===== config.mk =====
export PLATFORM = sky130hd
export DESIGN_NAME = lsu_load_align
export DESIGN_NICKNAME = d
export VERILOG_FILES = /design/src/common/lsu_cfg_pkg.sv /design/src/common/lsu_types_pkg.sv /design/src/hw/lsu_load_align.sv
export SDC_FILE = /design/constraint.sdc
export NUM_CORES = 1
export LEC_CHECK = 0
export BUFFER_PORTS_ARGS = -buffer_cell sky130_fd_sc_hd__buf_2
export CORE_MARGIN = 5
export CORE_UTILIZATION = 31
export DETAILED_ROUTE_END_ITERATION = 10
export GPL_TIMING_DRIVEN = 1
export PLACE_DENSITY_LB_ADDON = 0.2
export SLEW_MARGIN = 25
export SYNTH_ARGS = -nofsm -noshare
export SYNTH_HDL_FRONTEND = slang
export SYNTH_SLANG_ARGS = --single-unit
export TNS_END_PERCENT = 5

===== constraint.sdc =====
create_clock -name clk -period 1.7 [get_ports clk]
set_input_delay 0.34 -clock clk [delete_from_list [all_inputs] [get_ports clk]]
set_output_delay 0.34 -clock clk [all_outputs]
set_load 0.03 [all_outputs]

===== src/common/lsu_cfg_pkg.sv =====
/*
 Widths and encodings shared by the load/store unit.
 Byte-lane masks assume a 32-bit data word with four little-endian lanes.
*/

package lsu_cfg_pkg;

   // Data and address widths
   localparam int DW     = 32;
   localparam int AW     = 32;

   // Lane geometry
   localparam int BYTE_W = 8;
   localparam int HALF_W = 16;
   localparam int BYTES  = DW / BYTE_W;     // 4 byte lanes
   localparam int HALVES = DW / HALF_W;     // 2 halfword lanes
   localparam int OFS_W  = $clog2(BYTES);   // Byte offset bits in an address

   // Access size in the execute stage opcode encoding
   typedef enum logic [2:0] {
      SIZE_NONE = 3'd0,
      SIZE_BYTE = 3'd1,
      SIZE_HALF = 3'd2,
      SIZE_WORD = 3'd3
   } lsu_size_t;

   // Write byte masks
   localparam logic [BYTES-1:0] MSK_NONE    = 4'b0000;
   localparam logic [BYTES-1:0] MSK_ALL     = 4'b1111;
   localparam logic [BYTES-1:0] MSK_LO_HALF = 4'b0011;
   localparam logic [BYTES-1:0] MSK_HI_HALF = 4'b1100;
   localparam logic [BYTES-1:0] MSK_BYTE0   = 4'b0001;  // Shifted up by the byte offset

endpackage


===== src/common/lsu_types_pkg.sv =====
/*
 Request and data types passed between the LSU pipeline blocks.
 lsu_req_t is the full stage-1 content; only valid and misalign are reset.
*/

package lsu_types_pkg;

   import lsu_cfg_pkg::*;

   // Opcode fields from the execute stage
   typedef struct packed {
      logic      load;
      logic      store;
      logic      sign_ext;
      lsu_size_t size;
   } lsu_opc_t;

   // Stage-1 register contents
   typedef struct packed {
      logic             valid;
      logic             load;
      logic             store;
      logic             misalign;
      logic             sign_ext;
      lsu_size_t        size;
      logic [AW-1:0]    vaddr;     // Effective (virtual) address
      logic [BYTES-1:0] wmsk;      // Byte enables, zero for loads
      logic [DW-1:0]    wdat;      // Store data already replicated to its lanes
   } lsu_req_t;

   // One RAM word as byte lanes or as halfword lanes
   typedef union packed {
      logic [BYTES-1:0][BYTE_W-1:0]  b;
      logic [HALVES-1:0][HALF_W-1:0] h;
   } mem_word_u;

endpackage


===== src/hw/lsu_load_align.sv =====
/*
 Stage 2 of the load path. Picks the byte or halfword lane from the RAM word
 and extends it. Output follows rdat combinationally, so it holds under stall.
 SIZE_NONE yields zero.
*/

module lsu_load_align (
   input  logic                         clk,
   input  logic                         stall,
   input  lsu_types_pkg::lsu_req_t      s1_req,
   input  lsu_types_pkg::mem_word_u     rdat,
   output logic [lsu_cfg_pkg::DW-1:0]   lsu_dout
);

   import lsu_cfg_pkg::*;

   lsu_size_t         size_q;
   logic              sext_q;     // Sign extend
   logic [OFS_W-1:0]  ofs_q;      // Byte offset of the load
   logic [BYTE_W-1:0] lane_b;
   logic [HALF_W-1:0] lane_h;

   // Same enable as the RAM read register
   always_ff @(posedge clk) begin
      if (!stall) begin
         size_q <= s1_req.size;
         sext_q <= s1_req.sign_ext;
         ofs_q  <= s1_req.vaddr[OFS_W-1:0];
      end
   end

   assign lane_b = rdat.b[ofs_q];
   assign lane_h = rdat.h[ofs_q[OFS_W-1]];    // Upper offset bit picks the half

   always_comb begin
      case (size_q)
         SIZE_WORD: lsu_dout = rdat.b;
         SIZE_HALF: lsu_dout = {{(DW-HALF_W){sext_q & lane_h[HALF_W-1]}}, lane_h};
         SIZE_BYTE: lsu_dout = {{(DW-BYTE_W){sext_q & lane_b[BYTE_W-1]}}, lane_b};
         default:   lsu_dout = '0;
      endcase
   end

endmodule


==> flow_summary.ini <==
[final_layout]
n_antenna_cell = 0
fin_nets = 306
finish.utilization = 0.553
area_growth_syn_to_layout_pct = 76.6
stdcell_area_mm2 = 0.00182
nFillCells = 315
fin_cells = 240
multi_input_area_um2 = 772
regArea_um2 = 180
drive_gt1_frac = 0.680

[timing]
finalHoldViolCount = 0
min_period_ps = 2110
report.final.slew_viol_count = 0
worst_pin_slew_ps = 328
fin_crit_sh = 1.24
setup_slack_ps = -412
setup_viol = 32
rsz0062_at_grt = true
max_clock_freq_ghz = 0.474
slew_headroom = 0.781

[floorplanning]
die_x_um = 67.6
placementRows = 21
die_area_mm2 = 0.00457
coreArea_mm2 = 0.00328
start_util = 0.313
fp.dieH_um = 67.6
ios = 142

[power]
p_switching_w = 0.000421
pwr-share-comb = 0.684
p_leak_nw = 0.845
finalPower_w = 0.000988
pwr-share-clk = 0.124
ir_drop_v = 0.000421
powerDensity_mw_per_mm2 = 544
p_int_w = 0.000567
p_sw_frac = 0.426
seqPwrFrac = 0.192

[critical_path]
critPathLaunchType = register
path_class = reg -> out
worstSetupEndpoint = lsu_dout[0]
endpoint_kind = primary output
crit_required_ps = 1360
critical_path.startpoint = ofs_q[1]
crit_slowest_cell = edfxtp_1
cp_data_arrival_time_ps = 1770
path_max_fanout = 7
crit_chain = or3b_4 > a31oi_4 > a221o_1 > buf_6
critical-path-max-stage-delay_ps = 460

[routing]
wl_per_cell_um = 15.4
drt_iter0_drc = 64
num_vias = 1252
drt_pass1_iterations = 4
postRouteAntennaNets = 0
viasPerCell = 5.22
drc = 0
routed_wl_um = 3710

[logic_synthesis]
ys_dominant_reg_cell = edfxtp_1
async_flop_share = 0
syn-cell-area_mm2 = 0.00103
synth_edf_count = 6
ys_top_cells_by_count = o21ai_2 (20), a22oi_1 (16), mux2i_1 (16), a221o_1 (7), nor2_1 (7)
synth_most_common_cell = o21ai_2
syn_inst = 107
synth_top_cell_by_area = edfxtp_1
synth_cell_types = 27
syn_nets = 217
ys_warn_count = 0
netlist_top_cells_area = edfxtp_1 (18%), o21ai_2 (17%), mux2i_1 (16%)
yosysSeqAreaShare = 0.175
synth_area_per_cell_um2 = 9.61
yosys.area.top_type_share = 0.175
synth_seq_cells = 6

[job]
max_cap_violations = 0

[placement]
post-place-ws_ps = -235
dp_cells = 235
post-dp-hpwl_um = 2850
placed_area_mm2 = 0.00154
routabilityCongestion = 0.823
io_buffers = 71

[run_status]
outcome = finished with violations
violations = setup timing

[global_route]
grt_pass1_vias = 1306
grt_max_degree = 20
antenna_found_initial = 0
grt.overflow.total = 0
grt_pass1_wl_um = 5620
gr-usage-all-layers = 0.157

[clock_network]
clkTransAtPathRegs_ps = 40
clk_path_buf_depth = 2
htree_num_levels = 1
root_buffer = clkbuf_4
cts_buffers = 3
cts_tree = yes
ctsHoldBuffers = 0
clkSinkCount = 6

[hold_path]
worst_hold_path_type = in -> reg
stage by stage:
stage                     TNS, ps  hold slack, ps
after floorplan             -1080             439
after global placement      -5240             517
after detailed placement    -6210             518
after CTS                  -12260             271
after global routing       -13910             272
final                      -11590             278
per-layer routing:
metal	track usage	up-vias	wire [um]
met5	0	-	0
met2	0.321	55	2150
met4	0.0608	0	90
li1	-	603	-
met1	0.163	586	1210
met3	0.00832	8	250
repair_timing:
action | CTS | global route
buffers inserted | 2 | 0
pin swaps | 7 | 1
endpoints found under the setup margin | 32 | 32
gates resized for setup | 68 | 4
layout by cell type (no fill, tap or decap), drive strengths merged:
master	n
mux2	1
a22oi	16
nand2	2
a21oi	1
a31oi	1
nand2b	4
clkbuf	3
nand4bb	1
nor2	7
nor3b	1
mux2i	16
buf	96
mux4	1
inv	1
edfxtp	6
o21ai	25
a221o	7
nand3	1
nor2b	2
or3b	2
power groups by stage:
| stage | clock (W) | combinational (W) | sequential [W] |
|---|---|---|---|
| 4_1_cts | 0.000128 | 0.000667 | 0.000190 |
| 5_1_grt | 0.000134 | 0.000716 | 0.000192 |
| 6_report | 0.000122 | 0.000676 | 0.000190 |
| 3_5_place_dp | 0 | 0.000566 | 0.000193 |
| 3_3_place_gp | 0 | 0.000558 | 0.000192 |
| 2_1_floorplan | 0 | 0.000372 | 0.000192 |
layout make-up:
type / count / area share
Clock buffer: 3 / 0.0124
Inverter: 1 / 0.00207
Multi-Input combinational cell: 88 / 0.425
Sequential cell: 6 / 0.0992
Tap cell: 46 / 0.0317
Timing Repair Buffer: 96 / 0.430
flip-flops by register name, indices dropped and copies added, names as in the netlist:
name and cells:
ofs_q 2, sext_q 1, size_q 3
worst max-delay path: cells and delay by family (launching register included):
kind                   cells  cell delay (ps)
flip-flops                 1              460
AND/OR/NAND/NOR            1              420
buffers and inverters      1              140
AO/OA/AOI/OAI              2              510
how the worst min path moves through the flow:
| stage | startpoint | to | slack (ps) | cells past startpoint |
|---|---|---|---|---|
| after floorplan | s1_req[36] | ofs_q[0] | 440 | 0 |
| after global placement | s1_req[37] | ofs_q[1] | 520 | 1 |
| after detailed placement | s1_req[37] | ofs_q[1] | 520 | 1 |
| after CTS | s1_req[36] | ofs_q[0] | 270 | 1 |
| after global routing | s1_req[68] | size_q[0] | 270 | 1 |
| final | s1_req[70] | size_q[2] | 280 | 1 |
logic make-up (layout without fill, tap and decap cells):
group,Yosys count,count (layout),synth area share
multiplexers,18,18,0.189
buffers and inverters,13,100,0.0961
AND/OR/NAND/NOR,20,20,0.131
flip-flops,6,6,0.175
AO/OA/AOI/OAI,50,50,0.409
Note: power is estimated with default switching activity, not from simulation.
