[src/common/lsu_cfg_pkg.sv]
/*
 Widths and encodings shared by the load/store unit.
 Byte-lane masks assume a 32-bit data word with four little-endian lanes.
*/

package lsu_cfg_pkg;

   // Data and address widths
   localparam int DW     = 32;
   localparam int AW     = 32;

   // Lane geometry
   localparam int BYTE_W = 8;
   localparam int HALF_W = 16;
   localparam int BYTES  = DW / BYTE_W;     // 4 byte lanes
   localparam int HALVES = DW / HALF_W;     // 2 halfword lanes
   localparam int OFS_W  = $clog2(BYTES);   // Byte offset bits in an address

   // Access size in the execute stage opcode encoding
   typedef enum logic [2:0] {
      SIZE_NONE = 3'd0,
      SIZE_BYTE = 3'd1,
      SIZE_HALF = 3'd2,
      SIZE_WORD = 3'd3
   } lsu_size_t;

   // Write byte masks
   localparam logic [BYTES-1:0] MSK_NONE    = 4'b0000;
   localparam logic [BYTES-1:0] MSK_ALL     = 4'b1111;
   localparam logic [BYTES-1:0] MSK_LO_HALF = 4'b0011;
   localparam logic [BYTES-1:0] MSK_HI_HALF = 4'b1100;
   localparam logic [BYTES-1:0] MSK_BYTE0   = 4'b0001;  // Shifted up by the byte offset

endpackage

[src/common/lsu_types_pkg.sv]
/*
 Request and data types passed between the LSU pipeline blocks.
 lsu_req_t is the full stage-1 content; only valid and misalign are reset.
*/

package lsu_types_pkg;

   import lsu_cfg_pkg::*;

   // Opcode fields from the execute stage
   typedef struct packed {
      logic      load;
      logic      store;
      logic      sign_ext;
      lsu_size_t size;
   } lsu_opc_t;

   // Stage-1 register contents
   typedef struct packed {
      logic             valid;
      logic             load;
      logic             store;
      logic             misalign;
      logic             sign_ext;
      lsu_size_t        size;
      logic [AW-1:0]    vaddr;     // Effective (virtual) address
      logic [BYTES-1:0] wmsk;      // Byte enables, zero for loads
      logic [DW-1:0]    wdat;      // Store data already replicated to its lanes
   } lsu_req_t;

   // One RAM word as byte lanes or as halfword lanes
   typedef union packed {
      logic [BYTES-1:0][BYTE_W-1:0]  b;
      logic [HALVES-1:0][HALF_W-1:0] h;
   } mem_word_u;

endpackage

[src/hw/lsu_req_stage.sv]
/*
 Request stage. Decodes the opcode, checks alignment and builds the byte mask
 and replicated store data. agu_en ignores ex_valid.
 Under stall, flush_s1 still clears the valid bit; other fields hold.
*/

module lsu_req_stage (
   input  logic                         clk,
   input  logic                         arst_n,
   input  logic                         stall,
   input  logic                         flush_s1,
   input  logic                         ex_valid,
   input  lsu_types_pkg::lsu_opc_t      ex_lsu_opc,
   input  logic [lsu_cfg_pkg::AW-1:0]   add_sum,
   input  logic [lsu_cfg_pkg::DW-1:0]   ex_operand2,
   output logic                         agu_en,
   output lsu_types_pkg::lsu_req_t      s1_req
);

   import lsu_cfg_pkg::*;
   import lsu_types_pkg::*;

   logic             p_cke;        // Pipeline clock enable
   logic [OFS_W-1:0] ofs;          // Byte offset within the word
   logic             misalign;
   logic [BYTES-1:0] wmsk;
   mem_word_u        wrep;         // Store data replicated across lanes
   lsu_req_t         req_d;        // Next stage-1 content
   lsu_req_t         req_q;        // Payload part of stage 1
   logic             valid_q;
   logic             misalign_q;

   assign p_cke  = ~stall;
   assign agu_en = ex_lsu_opc.load | ex_lsu_opc.store;
   assign ofs    = add_sum[OFS_W-1:0];

   // Alignment check and write byte mask
   always_comb begin
      misalign = 1'b0;
      case (ex_lsu_opc.size)
         SIZE_WORD: begin
            misalign = |ofs;
            wmsk     = MSK_ALL;
         end
         SIZE_HALF: begin
            misalign = ofs[0];
            wmsk     = ofs[OFS_W-1] ? MSK_HI_HALF : MSK_LO_HALF;
         end
         SIZE_BYTE: wmsk = MSK_BYTE0 << ofs;   // Bytes never misalign
         default:   wmsk = MSK_NONE;
      endcase
      if (!ex_lsu_opc.store)
         wmsk = MSK_NONE;                      // Loads write nothing
   end

   // Replicate store data so every candidate lane carries it
   always_comb begin
      wrep.b = ex_operand2;
      case (ex_lsu_opc.size)
         SIZE_HALF: begin
            for (int i = 0; i < HALVES; i++)
               wrep.h[i] = ex_operand2[HALF_W-1:0];
         end
         SIZE_BYTE: begin
            for (int i = 0; i < BYTES; i++)
               wrep.b[i] = ex_operand2[BYTE_W-1:0];
         end
         default: ;                            // Word passes through
      endcase
   end

   always_comb begin
      req_d.valid    = ex_valid & agu_en & ~flush_s1;
      req_d.load     = ex_lsu_opc.load;
      req_d.store    = ex_lsu_opc.store;
      req_d.misalign = misalign;
      req_d.sign_ext = ex_lsu_opc.sign_ext;
      req_d.size     = ex_lsu_opc.size;
      req_d.vaddr    = add_sum;
      req_d.wmsk     = wmsk;
      req_d.wdat     = wrep.b;
   end

   // Control bits where flush overrides stall
   always_ff @(posedge clk or negedge arst_n) begin
      if (!arst_n) begin
         valid_q    <= 1'b0;
         misalign_q <= 1'b0;
      end else begin
         if (p_cke | flush_s1)
            valid_q <= req_d.valid;
         if (p_cke)
            misalign_q <= req_d.misalign;
      end
   end

   always_ff @(posedge clk) begin
      if (p_cke)
         req_q <= req_d;
   end

   always_comb begin
      s1_req          = req_q;
      s1_req.valid    = valid_q;
      s1_req.misalign = misalign_q;
   end

endmodule

[config.mk]
export PLATFORM = sky130hd
export DESIGN_NAME = lsu_req_stage
export DESIGN_NICKNAME = d
export VERILOG_FILES = /design/src/common/lsu_cfg_pkg.sv /design/src/common/lsu_types_pkg.sv /design/src/hw/lsu_req_stage.sv
export SDC_FILE = /design/constraint.sdc
export NUM_CORES = 1
export LEC_CHECK = 0
export BUFFER_PORTS_ARGS = -buffer_cell sky130_fd_sc_hd__buf_2
export CORE_MARGIN = 2
export CORE_UTILIZATION = 40
export DETAILED_ROUTE_END_ITERATION = 12
export GPL_ROUTABILITY_DRIVEN = 0
export GPL_TIMING_DRIVEN = 0
export PLACE_DENSITY = 0.71
export SYNTH_ARGS = -nofsm -noshare
export SYNTH_HDL_FRONTEND = slang
export SYNTH_SLANG_ARGS = --single-unit
[constraint.sdc]
create_clock -name clk -period 0.8 [get_ports clk]
set_input_delay 0.16 -clock clk [delete_from_list [all_inputs] [get_ports clk]]
set_output_delay 0.16 -clock clk [all_outputs]
set_load 0.01 [all_outputs]
==> qor.yml, run 1 <==
yosys_warnings: 0
wl_microns: 8850
numCtsBuffers: 9
criticalPathCategory: "flip-flop to output port"
grt_overflow: 0
cts.clk_slew.worst_paths_ns: 0.08
swShare_pct: 22.2
drt-initial-drc-count: 200
drtAntennaViolNets: 0
layout-drive-gt1-share_pct: 59.8
power.total_uw: 10200
via_per_inst: 4.90
top_level_ports: 152
grt_pass1_vias: 2208
vdd_ir_drop_max_v: 0.000919
clk_latency_ns: 0.33
synth_fp_nets: 232
fp-row-count: 31
die_y_microns: 89.1
wire_per_inst_microns: 18.8
path_max_fanout: 1
fp.dieArea_sq_mm: 0.00793
die_width_microns: 89.1
synthesis.area_per_instance_sq_um: 18.4
syn_area_sq_mm: 0.00289
grt_pass1_wl_microns: 11300
endpoint_kind: "output port"
worst_path_max_delay_cell: "edfxtp_1"
p_leak_uw: 0.00202
cp_top_family: "flip-flops"
drt_drc_violations_left: 0
intPower_uw: 7940
skew_ns: 0
start_util_pct: 40.6
cpPeakStageDelay_ns: 0.42
tightest_slew_ns: 0.366
syn2layout_area_growth_pct: 66.5
finalSetupTns_ns: -18.23
clkPwrFrac_pct: 37.2
wl_met1_microns: 3540
comb_power_share_pct: 15.5
placeableCoreArea_sq_mm: 0.00714
fin_nets: 442
crit_path_start_kind: "flip-flop"
cts.sinks: 76
cp_num_buf_inv: 1
status: "finished with violations"
ys_seq_area_share_pct: 78.5
rsz0062_at_grt: "true"
met3_wirelength_microns: 691
portBuffers: 151
top_layer: "met4"
power_density_mw_per_mm2: 2120
maxCapViolCount: 0
cp.required_ns: 0.64
maxSlewHeadroom_pct: 75.6
violations: "setup timing"
ys_async_sr_fraction_pct: 2.63
path_cells: "buf_6"
ys_types: 24
switchingPower_uw: 2270
track_usage_pct: 19.6
dr_wl_met2_microns: 4550
ys_ff_latch: 76
vias: 2304
finalCritPeriodShare_pct: 133
synth_cells: 157
drt_pass1_iterations: 5
antenna_found_initial: 0
setup_violations: 97
slew_violations: 0
htree_levels: 3
fill_cells: 525
post-dp-hpwl_microns: 5190
grt_max_degree: 41
cts_tree: "built"
layout_setup_ws_ns: -0.261
min_period_ns: 1.06
seq_power_share_pct: 47.4
synth_edf_count: 74
clock_path_buffers: 2
final-hold-violation-count: 0
cts_root_buffer: "clkbuf_8"
fmax_ghz: 0.943
antennaDiodeCount: 0
critPathArrivalTime_ns: 0.90
synth_ff_type: "edfxtp_1"
hold_path_class: "input pin to flip-flop"
## repair_timing
| action | 4_1_cts | 5_1_grt |
|---|---|---|
| setup endpoints to repair | 176 | 123 |
| gates cloned | 2 | 1 |
| gates resized for setup | 19 | 18 |
| endpoints found under the hold margin | 28 | 6 |
| buffers inserted | 8 | 7 |
| hold buffers | 27 | 6 |
| pin swaps | 4 | 7 |
## per-stage QoR
| step | utilization (%) | cell area [sq um] | hold slack, ns | std cells | setup WS (ns) |
|---|---|---|---|---|---|
| 3_5_place_dp | 55.4 | 3960 | -0.0485 | 408 | -0.998 |
| 5_1_grt | 67.5 | 4820 | 0.00351 | 470 | -0.290 |
| 2_1_floorplan | - | 3060 | -0.136 | 157 | -0.794 |
| 6_report | 67.5 | 4820 | 0.0202 | 470 | -0.261 |
| 3_3_place_gp | 55.2 | 3940 | -0.0547 | 407 | -1.42 |
| 4_1_cts | 64.8 | 4620 | 0.000105 | 458 | -0.250 |
## routing by layer
layer  global-route usage [%]  up-vias
li1                         -     1056
met1                     24.4     1121
met2                     33.7      120
met3                     5.08        7
met4                     6.24        0
met5                        0        -
## Yosys cell counts, types with 2 or more instances
master	number	area (sq um)
edfxtp_1	74	2220
buf_2	2	10.0
nor3b_1	8	60.1
nand2_1	2	7.51
nand3_1	3	15.0
inv_1	3	11.3
a221oi_1	8	70.1
o21ai_0	10	50.1
a21oi_1	6	30.0
buf_4	3	22.5
a22oi_1	8	60.1
nand3b_1	2	15.0
mux2_2	14	158
mux2_4	2	30.0
clkbuf_1	2	7.51
dfrtp_1	2	50.1
## state kept, by name, summed over array words and instances, names as in the netlist
signal and count:
s1_req 74, misalign_q 1, valid_q 1
## worst paths after layout
kind | endpoint | cells after the start | slack, ns | startpoint
worst max-delay path | s1_req[39] | 1 | -0.26 | s1_req[39]
worst min-delay path | s1_req[56] | 1 | 0.02 | add_sum[20]
worst max register to register | misalign_q | 2 | 0.14 | misalign_q
worst min register to register | misalign_q | 2 | 0.52 | misalign_q
max in group asynchronous | misalign_q | 2 | 0.55 | arst_n
min in group asynchronous | valid_q | 2 | 0.15 | arst_n
## power by group through the flow
stage	Clock (uW)	Combinational, uW	Sequential (uW)
final	3800	1580	4830
after global routing	4030	1680	4860
after floorplan	0	419	5110
after CTS	3850	1460	4820
after detailed placement	0	1280	4910
after global placement	0	1230	4910
## layout by cell type, fill, tap and decap left out
cell type / synthesis / routed
a21oi_1: 6 / 5
a21oi_2: 0 / 1
a221oi_2: 0 / 8
a22oi_1: 8 / 8
buf_12: 0 / 4
buf_2: 2 / 141
buf_4: 3 / 6
buf_6: 1 / 17
buf_8: 0 / 2
bufinv_16: 0 / 4
clkbuf_16: 0 / 1
clkbuf_4: 0 / 1
clkbuf_8: 0 / 10
clkinv_4: 0 / 2
clkinvlp_4: 0 / 2
dfrtp_1: 2 / 2
dlygate4sd3_1: 0 / 33
edfxtp_1: 74 / 74
inv_1: 3 / 2
mux2_4: 2 / 16
nand2_1: 2 / 2
nand2b_1: 1 / 1
nand3_1: 3 / 3
nand3b_1: 2 / 2
nor2_4: 1 / 2
nor3b_1: 8 / 8
nor3b_4: 1 / 1
o21ai_1: 0 / 8
o21ai_2: 0 / 1
o21ai_4: 0 / 1
o41ai_1: 1 / 1
or2_4: 0 / 1
xnor2_4: 0 / 1
## area by class of cell
cell class / count / area [sq um] / share of cell area (%)
Buffer: 5 / 55.1 / 1.14
Clock buffer: 9 / 124 / 2.57
Clock inverter: 6 / 138 / 2.86
Inverter: 3 / 15.0 / 0.312
Multi-Input combinational cell: 70 / 709 / 14.7
Sequential cell: 76 / 2270 / 47.2
Tap cell: 99 / 124 / 2.57
Timing Repair Buffer: 201 / 1370 / 28.5
Timing Repair inverter: 1 / 7.51 / 0.156
## cells by family (layout without fill, tap and decap cells)
logic type             Yosys count  in the layout  synth area share (%)
multiplexers                    16             16                  6.49
buffers and inverters           11            225                  2.16
AO/OA/AOI/OAI                   33             33                  7.57
AND/OR/NAND/NOR                 20             20                  4.97
XOR/XNOR                         1              1                 0.303
flip-flops                      76             76                  78.5
(Power assumes the default switching activity.)
==> run 2: changes to the inputs <==
- ABC_AREA: unset -> 1
- CTS_CLUSTER_DIAMETER: unset -> 40
- PLACE_DENSITY: 0.71 -> 0.72
==> qor.yml, run 2 <==
status: "finished with violations"
violations: "setup timing"
tightest_slew_ns: 0.255
post-route-cell-area_sq_mm: 0.00495
die_y_microns: 87.7
min_period_ns: 1.05
numCtsBuffers: 9
path_cells: "buf_2"
holdPathEnd: "s1_req[48]"
placedInstanceArea_sq_mm: 0.00384
post-dp-hpwl_microns: 4720
cpPeakStageDelay_ns: 0.40
ys_seq_area_share_pct: 81.0
synth_top_area_cell: "edfxtp_1"
drt_drc_violations_left: 0
skew_ns: 0
synth_ff_type: "edfxtp_1"
criticalPathCategory: "flip-flop to output port"
ys_ff_latch: 76
synth_edf_count: 74
cp_num_buf_inv: 1
cts_tree: "built"
synth_top_area_share_pct: 79.3
crit_path_start_kind: "flip-flop"
ys_async_sr_fraction_pct: 2.63
finalCritPeriodShare_pct: 131
htree_levels: 3
finalSetupTns_ns: -18.10
slew_violations: 0
ys_top_cells_by_count: "edfxtp_1 (74), nand2_1 (45), nand3_1 (34)"
worst_path_max_delay_cell: "edfxtp_1"
cts.sinks: 76
drtAntennaViolNets: 0
r2r-start: "valid_q"
synth_fp_nets: 263
pre_cts_slack_ns: -0.667
final-hold-violation-count: 0
synth_cells: 188
cp_top_family: "flip-flops"
syn_area_sq_mm: 0.00280
timing.reg2reg.setup_slack_ns: 0.10
track_usage_pct: 20.5
hp-start: "add_sum[12]"
power.total_uw: 9830
endpoint_kind: "output port"
placeableCoreArea_sq_mm: 0.00679
wl_microns: 7920
wire_per_inst_microns: 15.7
vdd_ir_drop_max_v: 0.00136
grt_max_degree: 30
start_util_pct: 41.3
rsz0062_at_grt: "true"
layout-drive-gt1-share_pct: 63.4
largest_register_ffs: 74
cts.clk_slew.worst_paths_ns: 0.07
drt_pass1_iterations: 5
grt_pass1_vias: 2391
clock_path_buffers: 2
antenna_found_initial: 0
reg2reg_depth: 2
cts_root_buffer: "clkbuf_8"
ys_types: 17
path_max_fanout: 1
power_density_mw_per_mm2: 1980
fp-row-count: 30
synth.area.top_cells: "edfxtp_1 (79%), nand3_1 (6.1%), nand2_1 (6.0%)"
yosys_warnings: 0
top_level_ports: 152
layout_setup_ws_ns: -0.249
synthesis.area_per_instance_sq_um: 14.9
grt_overflow: 0
via_per_inst: 4.63
portBuffers: 151
vias: 2330
whs_path_depth: 1
cp.required_ns: 0.64
drt-initial-drc-count: 91
r2r_end: "valid_q"
hold_path_class: "input pin to flip-flop"
maxCapViolCount: 0
hold_slack_ns: 0.0156
mostFrequentLayoutCell: "buf_2"
antennaDiodeCount: 0
fmax_ghz: 0.954
clk_latency_ns: 0.34
syn2layout_area_growth_pct: 76.6
critPathArrivalTime_ns: 0.89
p_leak_uw: 0.00224
fp.dieArea_sq_mm: 0.00770
maxSlewHeadroom_pct: 82.9
grt_pass1_wl_microns: 11600
setup_violations: 100
fin_nets: 477
yosysMostFrequentCell: "edfxtp_1"
layout_common_cells: "buf_2 (146), edfxtp_1 (74), dlygate4sd3_1 (33)"
die_width_microns: 87.7
[run 2: worst max-delay path by stage]
stage	depth (start not counted)	slack (ns)	endpoint	startpoint
floorplan	3	-0.83	valid_q	stall
global placement	4	-1.39	valid_q	stall
detailed placement	5	-0.67	valid_q	stall
CTS	2	-0.34	s1_req[75]	valid_q
global route	1	-0.29	s1_req[6]	s1_req[6]
finish	1	-0.25	s1_req[28]	s1_req[28]
[run 2: power by group]
part           switching, uW  internal, uW
registers               78.2          4750
logic                    778           744
clock network           1400          2080
total                   2260          7570
[run 2: routing by layer]
metal  vias to the layer above  wire length [microns]  part of all wire (%)  track usage (%)
li1                       1117                      -                     -                -
met1                      1112                   2860                    36             22.0
met2                        99                   4490                    57             39.2
met3                         2                    544                   6.9             6.22
met4                         0                     24                  0.30             4.90
met5                         -                      0                     0                0
[run 2: final cells by class]
| class | count | area, sq um |
|---|---|---|
| Fill cell | 448 | 1840 |
| Inverter | 8 | 45.0 |
| Buffer | 3 | 60.1 |
| Tap cell | 96 | 120 |
| Timing Repair inverter | 1 | 7.51 |
| Clock buffer | 10 | 128 |
| Timing Repair Buffer | 204 | 1420 |
| Clock inverter | 6 | 113 |
| Multi-Input combinational cell | 99 | 782 |
| Sequential cell | 76 | 2270 |
[run 2: cells by family after synthesis]
kind of cell / synth area share [%]
simple gates: 14.7
flops: 81.0
buf+inv: 2.41
compound gates: 1.87
[run 2: repair_timing]
item | in CTS | in global routing
hold buffers | 31 | 2
cloned | 4 | 0
pin swaps | 34 | 17
setup buffers | 16 | 1
endpoints found under the setup margin | 177 | 105
endpoints found under the hold margin | 32 | 2
resized for setup | 69 | 20
[run 2: stage by stage]
stage          util, %  cells
2_1_floorplan        -    188
3_3_place_gp      55.8    435
5_1_grt           72.9    503
4_1_cts           72.0    503
3_5_place_dp      56.5    437
6_report          72.9    503
